**config.mk**
```make
export PLATFORM = sky130hd
export DESIGN_NAME = audio_player_top
export DESIGN_NICKNAME = d
export VERILOG_FILES = /design/src/audio_pkg.sv /design/src/sample_loader.sv /design/src/sample_mem.sv /design/src/playback_sequencer.sv /design/src/pdm_output.sv /design/src/audio_player_top.sv
export VERILOG_INCLUDE_DIRS = /design/src
export SDC_FILE = /design/constraint.sdc
export NUM_CORES = 1
export LEC_CHECK = 0
export BUFFER_PORTS_ARGS = -buffer_cell sky130_fd_sc_hd__buf_2
export CORE_AREA = 2 2 206 208
export CTS_CLUSTER_DIAMETER = 120
export DETAILED_ROUTE_END_ITERATION = 8
export DIE_AREA = 0 0 208 210
export PLACE_DENSITY = 0.75
export SLEW_MARGIN = 15
export SYNTH_ARGS = -nofsm -noshare
export SYNTH_HDL_FRONTEND = slang
export SYNTH_SLANG_ARGS = --single-unit
```
**constraint.sdc**
```tcl
create_clock -name Clk -period 3.7 [get_ports Clk]
set_clock_uncertainty 0.05 [all_clocks]
set_input_delay 0 -clock Clk [delete_from_list [all_inputs] [get_ports Clk]]
set_output_delay 0 -clock Clk [all_outputs]
set_load 0.01 [all_outputs]
```
**src/audio_config.svh**
```systemverilog
`ifndef AUDIO_CONFIG_SVH
`define AUDIO_CONFIG_SVH

//////////////////////////////////////////////////////////////////////
// Sample format
//////////////////////////////////////////////////////////////////////

`define AUDIO_SAMPLE_W   8                              // Bits per sample
`define AUDIO_MIDSCALE   (1 << (`AUDIO_SAMPLE_W - 1))   // Offset binary zero

//////////////////////////////////////////////////////////////////////
// Memory and sample rate
//////////////////////////////////////////////////////////////////////

// Short values keep simulation brief
// Hardware build: 2000 per half, 12 address bits, 3500 clocks per sample
`define AUDIO_HALF_DEPTH 32   // Samples per channel half
`define AUDIO_ADDR_W     6    // Covers left and right halves
`define AUDIO_PRESCALE   24   // Clocks per sample period

`endif

```
**src/audio_pkg.sv**
```systemverilog
`include "audio_config.svh"

package audio_pkg;

   // One audio sample, offset binary
   typedef logic [`AUDIO_SAMPLE_W-1:0] sampleT;

   // Sample memory address, upper half is right channel
   typedef logic [`AUDIO_ADDR_W-1:0] memAddrT;

   // Loader to memory write
   typedef struct packed {
      logic    en;     // Write strobe, one cycle
      memAddrT addr;
      sampleT  data;
   } memWriteT;

   // Sequencer to output stage
   typedef struct packed {
      sampleT sample;
      logic   chan;    // 0 left, 1 right
   } playItemT;

   // Four-phase write handshake
   typedef enum logic [1:0] {
      idle, write, ackHigh, waitReqLow
   } loaderStateT;

endpackage

```
**src/sample_loader.sv**
```systemverilog
`timescale 1ns/10ps

module sample_loader (
   input  logic                Clk,
   input  logic                arstN,
   input  logic                loadReq,
   input  audio_pkg::memAddrT  loadAddr,
   input  audio_pkg::sampleT   loadData,
   output logic                loadAck,
   output audio_pkg::memWriteT memWr
);
   import audio_pkg::*;

   loaderStateT state;
   logic        wrEn;
   memAddrT     wrAddr;
   sampleT      wrData;

   // Handshake FSM, ack rises two cycles after req
   always_ff @(posedge Clk or negedge arstN) begin
      if (!arstN) begin
         state   <= idle;
         wrEn    <= 1'b0;
         loadAck <= 1'b0;
      end else begin
         wrEn <= 1'b0;                // Strobe lasts one cycle
         case (state)
            idle: begin
               if (loadReq) begin
                  state <= write;
                  wrEn  <= 1'b1;
               end
            end
            write: begin                // Memory takes the write here
               state   <= ackHigh;
               loadAck <= 1'b1;
            end
            ackHigh: begin
               if (!loadReq) begin      // Early release
                  state   <= idle;
                  loadAck <= 1'b0;
               end else
                  state <= waitReqLow;
            end
            waitReqLow: begin
               if (!loadReq) begin      // Ack falls one cycle after req
                  state   <= idle;
                  loadAck <= 1'b0;
               end
            end
            default: state <= idle;
         endcase
      end
   end

   // Address and data latched with the request
   always_ff @(posedge Clk) begin
      if (state == idle && loadReq) begin
         wrAddr <= loadAddr;
         wrData <= loadData;
      end
   end

   assign memWr = '{en: wrEn, addr: wrAddr, data: wrData};

   // Host must wait for ack low before a new request
   reqAfterAck : assert property (@(posedge Clk) disable iff (!arstN)
      $rose(loadReq) |-> !loadAck)
      else $error("loadReq raised while loadAck still high");

endmodule

```
**src/sample_mem.sv**
```systemverilog
`timescale 1ns/10ps
`include "audio_config.svh"

module sample_mem (
   input  logic                Clk,
   input  audio_pkg::memWriteT memWr,
   input  audio_pkg::memAddrT  rdAddr,
   output audio_pkg::sampleT   rdData
);
   import audio_pkg::*;

   localparam int Depth = 2 * `AUDIO_HALF_DEPTH;  // Left half then right half

   //////////////////////////////////////////////////////////////////////
   // Storage, powers up silent
   //////////////////////////////////////////////////////////////////////

   sampleT mem [0:Depth-1] = '{default: sampleT'(`AUDIO_MIDSCALE)};

   // Write port from loader
   always_ff @(posedge Clk) begin
      if (memWr.en)
         mem[memWr.addr] <= memWr.data;
   end

   // Registered read, one cycle latency
   always_ff @(posedge Clk) begin
      rdData <= mem[rdAddr];
   end

endmodule

```
**src/playback_sequencer.sv**
```systemverilog
`timescale 1ns/10ps
`include "audio_config.svh"

module playback_sequencer (
   input  logic                Clk,
   input  logic                arstN,
   input  logic                playEn,
   output audio_pkg::memAddrT  rdAddr,
   input  audio_pkg::sampleT   rdData,
   output audio_pkg::playItemT playItem
);
   import audio_pkg::*;

   localparam int      CntW     = $clog2(`AUDIO_PRESCALE);
   localparam memAddrT HalfAddr = memAddrT'(`AUDIO_HALF_DEPTH);        // First right sample
   localparam memAddrT LastAddr = memAddrT'(2 * `AUDIO_HALF_DEPTH - 1);
   localparam playItemT IdleItem = '{sample: sampleT'(`AUDIO_MIDSCALE), chan: 1'b0};

   logic [CntW-1:0] cnt;       // Prescaler
   logic            tick;      // High for one cycle per sample period
   memAddrT         addr;      // Next address to read
   logic            rdVld;     // Read issued last edge
   logic            rdChan;
   logic            dataVld;   // rdData holds the sample
   logic            dataChan;

   //////////////////////////////////////////////////////////////////////
   // Prescaler, address walk and read pipeline
   //////////////////////////////////////////////////////////////////////

   // Tick edge T: address out, T+1: memory read, T+2: playItem
   always_ff @(posedge Clk or negedge arstN) begin
      if (!arstN) begin
         cnt      <= '0;
         tick     <= 1'b0;
         addr     <= '0;
         rdAddr   <= '0;
         rdVld    <= 1'b0;
         rdChan   <= 1'b0;
         dataVld  <= 1'b0;
         dataChan <= 1'b0;
         playItem <= IdleItem;
      end else if (!playEn) begin  // Idle, restart from address 0
         cnt      <= '0;
         tick     <= 1'b0;
         addr     <= '0;
         rdAddr   <= '0;
         rdVld    <= 1'b0;
         rdChan   <= 1'b0;
         dataVld  <= 1'b0;
         dataChan <= 1'b0;
         playItem <= IdleItem;
      end else begin
         // Wrap registers the tick, so first tick lands PRESCALE edges in
         tick <= (cnt == CntW'(`AUDIO_PRESCALE - 1));
         if (cnt == CntW'(`AUDIO_PRESCALE - 1))
            cnt <= '0;
         else
            cnt <= cnt + 1'b1;

         if (tick) begin
            rdAddr <= addr;
            rdChan <= (addr >= HalfAddr);              // Upper half is right
            addr   <= (addr == LastAddr) ? '0 : addr + 1'b1;
         end

         rdVld    <= tick;
         dataVld  <= rdVld;
         dataChan <= rdChan;                           // Channel rides with data

         if (dataVld)
            playItem <= '{sample: rdData, chan: dataChan};
      end
   end

   // Output moves only on the third edge after a tick, or on idle
   itemTiming : assert property (@(posedge Clk) disable iff (!arstN)
      $changed(playItem) |-> $past(tick, 3) || !$past(playEn))
      else $error("playItem changed outside its delivery slot");

endmodule

```
**src/pdm_output.sv**
```systemverilog
`timescale 1ns/10ps
`include "audio_config.svh"

module pdm_output (
   input  logic                Clk,
   input  logic                arstN,
   input  audio_pkg::playItemT playItem,
   output logic                left,
   output logic                right,
   output logic                led1,
   output logic                led2
);

   localparam int              AccW    = `AUDIO_SAMPLE_W + 2;
   localparam logic [AccW-1:0] AccInit = AccW'(1) << `AUDIO_SAMPLE_W;  // 0x100

   logic [AccW-1:0] acc;       // Sigma register
   logic [AccW-1:0] delta;     // Sample plus feedback
   logic            accMsb;
   logic            pulse;     // Modulator output one cycle behind acc

   //////////////////////////////////////////////////////////////////////
   // First-order delta-sigma modulator
   //////////////////////////////////////////////////////////////////////

   assign accMsb = acc[AccW-1];

   // Feedback adds 0x300 when the accumulator overflowed
   assign delta = AccW'(playItem.sample)
                + {accMsb, accMsb, {`AUDIO_SAMPLE_W{1'b0}}};

   always_ff @(posedge Clk or negedge arstN) begin
      if (!arstN) begin
         acc   <= AccInit;
         pulse <= 1'b0;
      end else begin
         acc   <= acc + delta;
         pulse <= accMsb;      // Old top bit
      end
   end

   //////////////////////////////////////////////////////////////////////
   // Channel steering
   //////////////////////////////////////////////////////////////////////

   assign left  = pulse & ~playItem.chan;   // Inactive pin held low
   assign right = pulse & playItem.chan;
   assign led1  = ~playItem.chan;           // Left playing
   assign led2  = playItem.chan;

   // Sigma stays between 0x100 and 0x2FF for any sample value
   accBand : assert property (@(posedge Clk) disable iff (!arstN)
      acc[AccW-1] != acc[AccW-2])
      else $error("accumulator left its stable band");

endmodule

```
**src/audio_player_top.sv**
```systemverilog
`timescale 1ns/10ps

module audio_player_top (
   input  logic               Clk,
   input  logic               arstN,
   input  logic               loadReq,   // Host write port
   input  audio_pkg::memAddrT loadAddr,
   input  audio_pkg::sampleT  loadData,
   output logic               loadAck,
   input  logic               playEn,
   output logic               left,      // Pulse pins
   output logic               right,
   output logic               led1,      // Channel indicators
   output logic               led2
);
   import audio_pkg::*;

   memWriteT memWr;
   memAddrT  rdAddr;
   sampleT   rdData;
   playItemT playItem;

   sample_loader uLoader (
      .Clk      (Clk),
      .arstN    (arstN),
      .loadReq  (loadReq),
      .loadAddr (loadAddr),
      .loadData (loadData),
      .loadAck  (loadAck),
      .memWr    (memWr)
   );

   sample_mem uMem (
      .Clk    (Clk),
      .memWr  (memWr),
      .rdAddr (rdAddr),
      .rdData (rdData)
   );

   playback_sequencer uSeq (
      .Clk      (Clk),
      .arstN    (arstN),
      .playEn   (playEn),
      .rdAddr   (rdAddr),
      .rdData   (rdData),
      .playItem (playItem)
   );

   pdm_output uOut (
      .Clk      (Clk),
      .arstN    (arstN),
      .playItem (playItem),
      .left     (left),
      .right    (right),
      .led1     (led1),
      .led2     (led2)
   );

endmodule

```
Word level (Yosys, flattened, before mapping)
Memory sizes are Yosys's and may differ from the RTL's. A register that Yosys moved wholly into a read port is not among the register bits.
Cells that the tools add are included.
{"block": "word_totals", "ff_bits": 60, "mem_bits_rw": 512, "wordCells": 67, "memories": 1}
{"name": "uMem.mem", "depth": 64, "width": 8, "read_ports": 1, "rd_clocked_by_memory_dff": 1, "write_ports": 1, "line": "sample_mem.sv:18", "source": "sampleT mem [0:Depth-1] = '{default: sampleT'(`AUDIO_MIDSCALE)};"}
{"block": "classes", "add_sub_neg": 4, "n_lt_le_gt_ge": 1, "n_eq_ne": 10, "n_mux": 25, "bitwise": 3, "n_reduce_logical": 6}
{"operator": "two-way mux 6 bit", "count": 5}
{"operator": "two-way mux 9 bit", "count": 2}
{"operator": "two-way mux 1 bit", "count": 11}
{"operator": "adder 10 bit", "count": 1}
{"operator": "adder 9 x 9 -> 10 bit", "count": 1}
{"operator": "two-way mux 5 bit", "count": 2}
{"operator": "one-hot mux 2 bit (4 select lines)", "count": 1}
{"operator": "adder 6 x 1 -> 6 bit, second input constant", "count": 1}
{"operator": "== test 6 bit, second input constant", "count": 1}
{"operator": ">= comparator 6 bit, second input constant", "count": 1}
{"operator": "two-way mux 2 bit", "count": 3}
{"operator": "!= test 2 bit, second input constant", "count": 3}
{"operator": "adder 5 x 1 -> 5 bit, second input constant", "count": 1}
{"operator": "== test 5 bit, second input constant", "count": 1}
{"operator": "== test 2 bit, second input constant", "count": 2}
{"operator": "!= test 2 x 1 -> 1 bit, second input constant", "count": 2}
{"operator": "AND reduction 2 bit", "count": 2}
{"operator": "AND 1 bit", "count": 2}
{"operator": "== test 2 x 1 -> 1 bit, second input constant", "count": 1}
{"operator": "logical NOT 2 bit", "count": 1}
{"operator": "one-hot mux 1 bit (2 select lines)", "count": 1}
{"operator": "nonzero test 2 bit", "count": 1}
{"operator": "OR reduction 2 bit", "count": 1}
{"operator": "logical AND 1 bit", "count": 1}
{"operator": "inverter 1 bit", "count": 1}

Depth between registers and ports, before layout
{"block": "logic_depth", "depth_word": 4, "ltp_mapped": 9, "mapped_depth_nobuf": 7}

By module
Synthesis repeated with hierarchy kept, for this count alone.
{"block": "unflattened", "hier_cells": 1136, "area_unflattened_um2": 22698.0}
{"mod": "sample_mem", "instances": 1, "cells_per_inst": 940, "area_per_inst_um2": 20166.8}
{"mod": "playback_sequencer", "instances": 1, "cells_per_inst": 112, "area_per_inst_um2": 1308.8}
{"mod": "pdm_output", "instances": 1, "cells_per_inst": 57, "area_per_inst_um2": 654.4}
{"mod": "sample_loader", "instances": 1, "cells_per_inst": 27, "area_per_inst_um2": 568.0}

Least setup slack after synthesis
Ideal clock, no wire load.
{"block": "synth_path", "path_type": "reg-to-reg", "startpoint": "register uSeq.playItem[1] (netlist name)", "endpoint": "register uOut.acc[8]", "setup_time_ns": 0.075, "t_arrival_ns": 1.889, "required_ns": 3.575, "slack_ns": 1.686, "stages_incl_launch_ff": 8, "path_buffers": 0, "cell_sequence": "dfrtp_1 ha_1 fa_1 a21o_1 a21oi_1 o21ai_0 o41ai_1 xnor2_1"}
{"block": "synth_via", "elab_chain_len": 2}
{"item": "adder 9 x 9 -> 10 bit", "line": "pdm_output.sv:29", "source": "assign delta = AccW'(playItem.sample)"}
{"item": "adder 10 bit", "line": "pdm_output.sv:37", "source": "acc <= acc + delta;"}
{"item": "end signal, assigned", "line": "pdm_output.sv:34", "source": "acc <= AccInit;"}
{"item": "end signal, assigned", "line": "pdm_output.sv:37"}
{"item": "end, declared", "line": "pdm_output.sv:17", "source": "logic [AccW-1:0] acc;"}
Every way passes these cells.
A chain may end at the register's enable or synchronous reset.

==> impl_metrics.yaml <==
floorplan:
  initial_utilization_pct: 54.6
  io_pins: 23
  die_area_sq_mm: 0.0437
  die_width_um: 208
  core_sq_mm: 0.0415
  die_h_um: 210
  rows: 75
timing:
  period_share_pct: 72.5
  fin_ws_ns: 1.02
  rsz0062_at_grt: "false"
  finalMaxSlewViolations: 0
  fmax_ghz: 0.373
  worst_pin_slew_ns: 1.11
  slew_headroom_pct: 25.8
  fin_crit_ns: 2.68
  finalHoldViolCount: 0
  finalSetupViolCount: 0
  setup-tns-final_ns: 0
pwr:
  power_density_mw_per_mm2: 531
  p_int_w: 0.0107
  swShare_pct: 20.3
  finalPower_w: 0.0135
  combinationalPowerShare_pct: 3.1
  p_sw_w: 0.00273
  p_clk_share_pct: 42.2
  power_frac_seq_pct: 54.7
  max-vdd-ir-drop_mv: 0.561
  leakage_nw: 8.00
critical_path:
  end_kind: "flop"
  start_kind: "flop"
  worstPathArrival_ns: 3.10
  crit_required_ns: 4.12
  crit_type: "reg2reg"
  crit_fanout: 24
outcome:
  outcome: "finished, final reports clean"
route:
  drtIter0Drc: 1260
  drt-total-wl_um: 46300
  dr_total_vias: 11200
  ant_nets: 0
  top_layer: "met4"
  viasPerCell: 6.21
  drcViolationCount: 0
  wl_met3_um: 3670
  wl_met2_um: 22800
  drt_pass1_iterations: 7
  wl_per_cell_um: 25.7
  wl_met1_um: 18500
grt:
  antenna_found_initial: 0
  grt_pass1_vias: 11300
  grt_max_degree: 65
  overflow: 0
  grt_pass1_wl_um: 70100
  grt_usage_pct: 21.6
job:
  maxCapViolations: 0
finish:
  drive_gt1_share_pct: 21.2
  layout-area-overhead-vs-synth_pct: 12.2
  layout.cells.non_filler: 1802
  nets: 1248
  diodes: 0
  design_area_sq_mm: 0.0254
logic_synthesis:
  synth_top_area_share_pct: 69.8
  syn_area_sq_mm: 0.0226
  synth_area_leaders: "edfxtp_1 70%, mux4_2 12%, dfrtp_1 4.9%"
  async_flop_share_pct: 7.93
  ys_warn_count: 0
  synth_edf_count: 526
  synth_sequential_area_ratio_pct: 75.6
  syn_nets: 1175
  synth.largest_area_cell: "edfxtp_1"
  synth-main-ff-cell: "edfxtp_1"
  syn_inst: 1144
  avgSynthCellArea_sq_um: 19.8
  synthDistinctLibCells: 49
  synth-seq-cells: 580
placed_design:
  dp_hpwl_um: 27500
  dp.cells: 1681
  placed_area_sq_mm: 0.0234
  dpl_worst_slack_ns: 1.02
  io_buffers: 22
  gp_congestion: 0.789
clock_tree:
  cts_tree: "built"
  numCtsBuffers: 55
  cts_setup_buffers: 0
  clkLatencyLatePin_ns: 0.61
  cts_max_path_buffers: 3
  cts_root_buffer: "clkbuf_16"
  cts_hold_buf: 17
  path_clk_slew_ns: 0.06
  cts_max_level: 2
  cts-resized-gates: 0
  cts_num_sinks: 580
worst_hold_path:
  hold_class: "in2async"
[worst max-delay path, cell delays in order (launching register included)]
cell	delay, ns
dfrtp_4	0.77
buf_4	0.45
mux4_2	0.57
a22oi_1	0.19
nand2_1	0.13
a22oi_1	0.26
nand3_1	0.09
[final cells by class]
cell class	instances	area, sq um
sequential	580	17100
fill	2813	16100
multi-input combinational	502	5170
clock buffer	72	1510
tap	539	674
timing repair buffer	73	568
clock inverter	31	339
inverter	5	18.8
[placed cells by master, fill, tap and decap left out, drive strengths merged, types with 7 or more instances in the layout]
| master | synthesis | routed |
|---|---|---|
| ha | 12 | 12 |
| clkbuf | 29 | 72 |
| dfxtp | 8 | 8 |
| nand2 | 42 | 42 |
| nand3 | 15 | 15 |
| nor2 | 119 | 119 |
| a22oi | 20 | 20 |
| mux2i | 28 | 28 |
| a21oi | 11 | 11 |
| nand2b | 12 | 12 |
| dfrtp | 44 | 44 |
| clkinv | 0 | 23 |
| mux2 | 7 | 7 |
| nor2b | 15 | 15 |
| xnor2 | 7 | 7 |
| or3 | 9 | 9 |
| edfxtp | 526 | 526 |
| o21ai | 10 | 10 |
| buf | 28 | 56 |
| dlygate4sd3 | 0 | 17 |
| mux4 | 128 | 128 |
| o22ai | 8 | 8 |
[flip-flops by register name, indices dropped and copies added, names as in the netlist]
register,count
uSeq.dataChan,1
uSeq.rdAddr,6
uOut.pulse,1
uSeq.addr,6
uMem.mem,512
uLoader.wrAddr,6
uSeq.dataVld,1
uLoader.wrEn,1
uSeq.rdVld,1
uOut.acc,10
uSeq.cnt,5
uSeq.playItem,9
uLoader.wrData,8
uSeq.tick,1
uLoader.loadAck,1
uSeq.rdChan,1
uLoader.state,2
uMem.rdData,8
[worst paths after layout]
kind	from	to	slack, ns	cells past startpoint
max in group asynchronous	arstN	uSeq.rdAddr[2]$_DFFE_PN0P_	3.09	3
setup reg to reg	uSeq.rdAddr[0]$_DFFE_PN0P_	uMem.rdData[5]$_DFF_P_	1.02	6
min in group Clk	loadAddr[4]	uLoader.wrAddr[4]$_DFFE_PP_	0.05	2
setup / recovery	uSeq.rdAddr[0]$_DFFE_PN0P_	uMem.rdData[5]$_DFF_P_	1.02	6
hold / removal	arstN	uOut.acc[6]$_DFF_PN0_	0.003	3
hold reg to reg	uOut.acc[9]$_DFF_PN0_	uOut.pulse$_DFF_PN0_	0.34	0
[logic make-up (layout without fill, tap and decap cells)]
kind of cell,after synthesis,after routing,share of synthesized area [%]
AND/OR/NAND/NOR,234,234,4.64
XOR/XNOR,11,11,0.425
flip-flops,580,580,75.6
buffers and inverters,62,181,1.61
AO/OA/AOI/OAI,81,81,2.50
adder cells (fa/ha/maj),13,13,0.752
multiplexers,163,163,14.5
[power by group through the flow]
stage          clock (W)  sequential (W)  combinational (W)
3_3_place_gp           0         0.00750           0.000380
2_1_floorplan          0         0.00753           0.000212
4_1_cts          0.00575         0.00737           0.000418
5_1_grt          0.00600         0.00738           0.000474
3_5_place_dp           0         0.00751           0.000402
6_report         0.00569         0.00737           0.000422
[through the flow]
step / util [%] / hold WS, ns
after floorplan: - / -0.346
after global placement: 56.3 / 0.113
after detailed placement: 56.3 / 0.119
after CTS: 61.2 / 0.00983
after global routing: 61.2 / 0.0349
final: 61.2 / 0.00254
[synthesized netlist by cell type, types with 4 or more instances]
| cell type | number |
|---|---|
| dfrtp_1 | 44 |
| buf_2 | 7 |
| mux2i_1 | 28 |
| nand3_1 | 15 |
| buf_6 | 8 |
| a21oi_1 | 11 |
| xor2_1 | 4 |
| o32ai_1 | 6 |
| ha_1 | 12 |
| inv_1 | 5 |
| nor2_1 | 118 |
| a22o_1 | 4 |
| clkbuf_1 | 28 |
| mux2_2 | 7 |
| edfxtp_1 | 526 |
| o22ai_1 | 8 |
| mux4_2 | 117 |
| nor3_1 | 5 |
| a22oi_1 | 20 |
| a211oi_1 | 6 |
| o21ai_0 | 10 |
| nor2b_1 | 15 |
| xnor2_1 | 7 |
| o211ai_1 | 6 |
| buf_4 | 8 |
| mux4_1 | 11 |
| or3_1 | 9 |
| nand2b_1 | 12 |
| nand2_1 | 42 |
| and2_1 | 6 |
| dfxtp_1 | 8 |
[per-layer routing]
metal  global-route usage [%]  vias to the layer above
li1                         -                     4763
met1                     30.2                     5832
met2                     35.1                      503
met3                     4.07                       92
met4                     6.97                        0
met5                        0                        -
(Power assumes the default switching activity.)
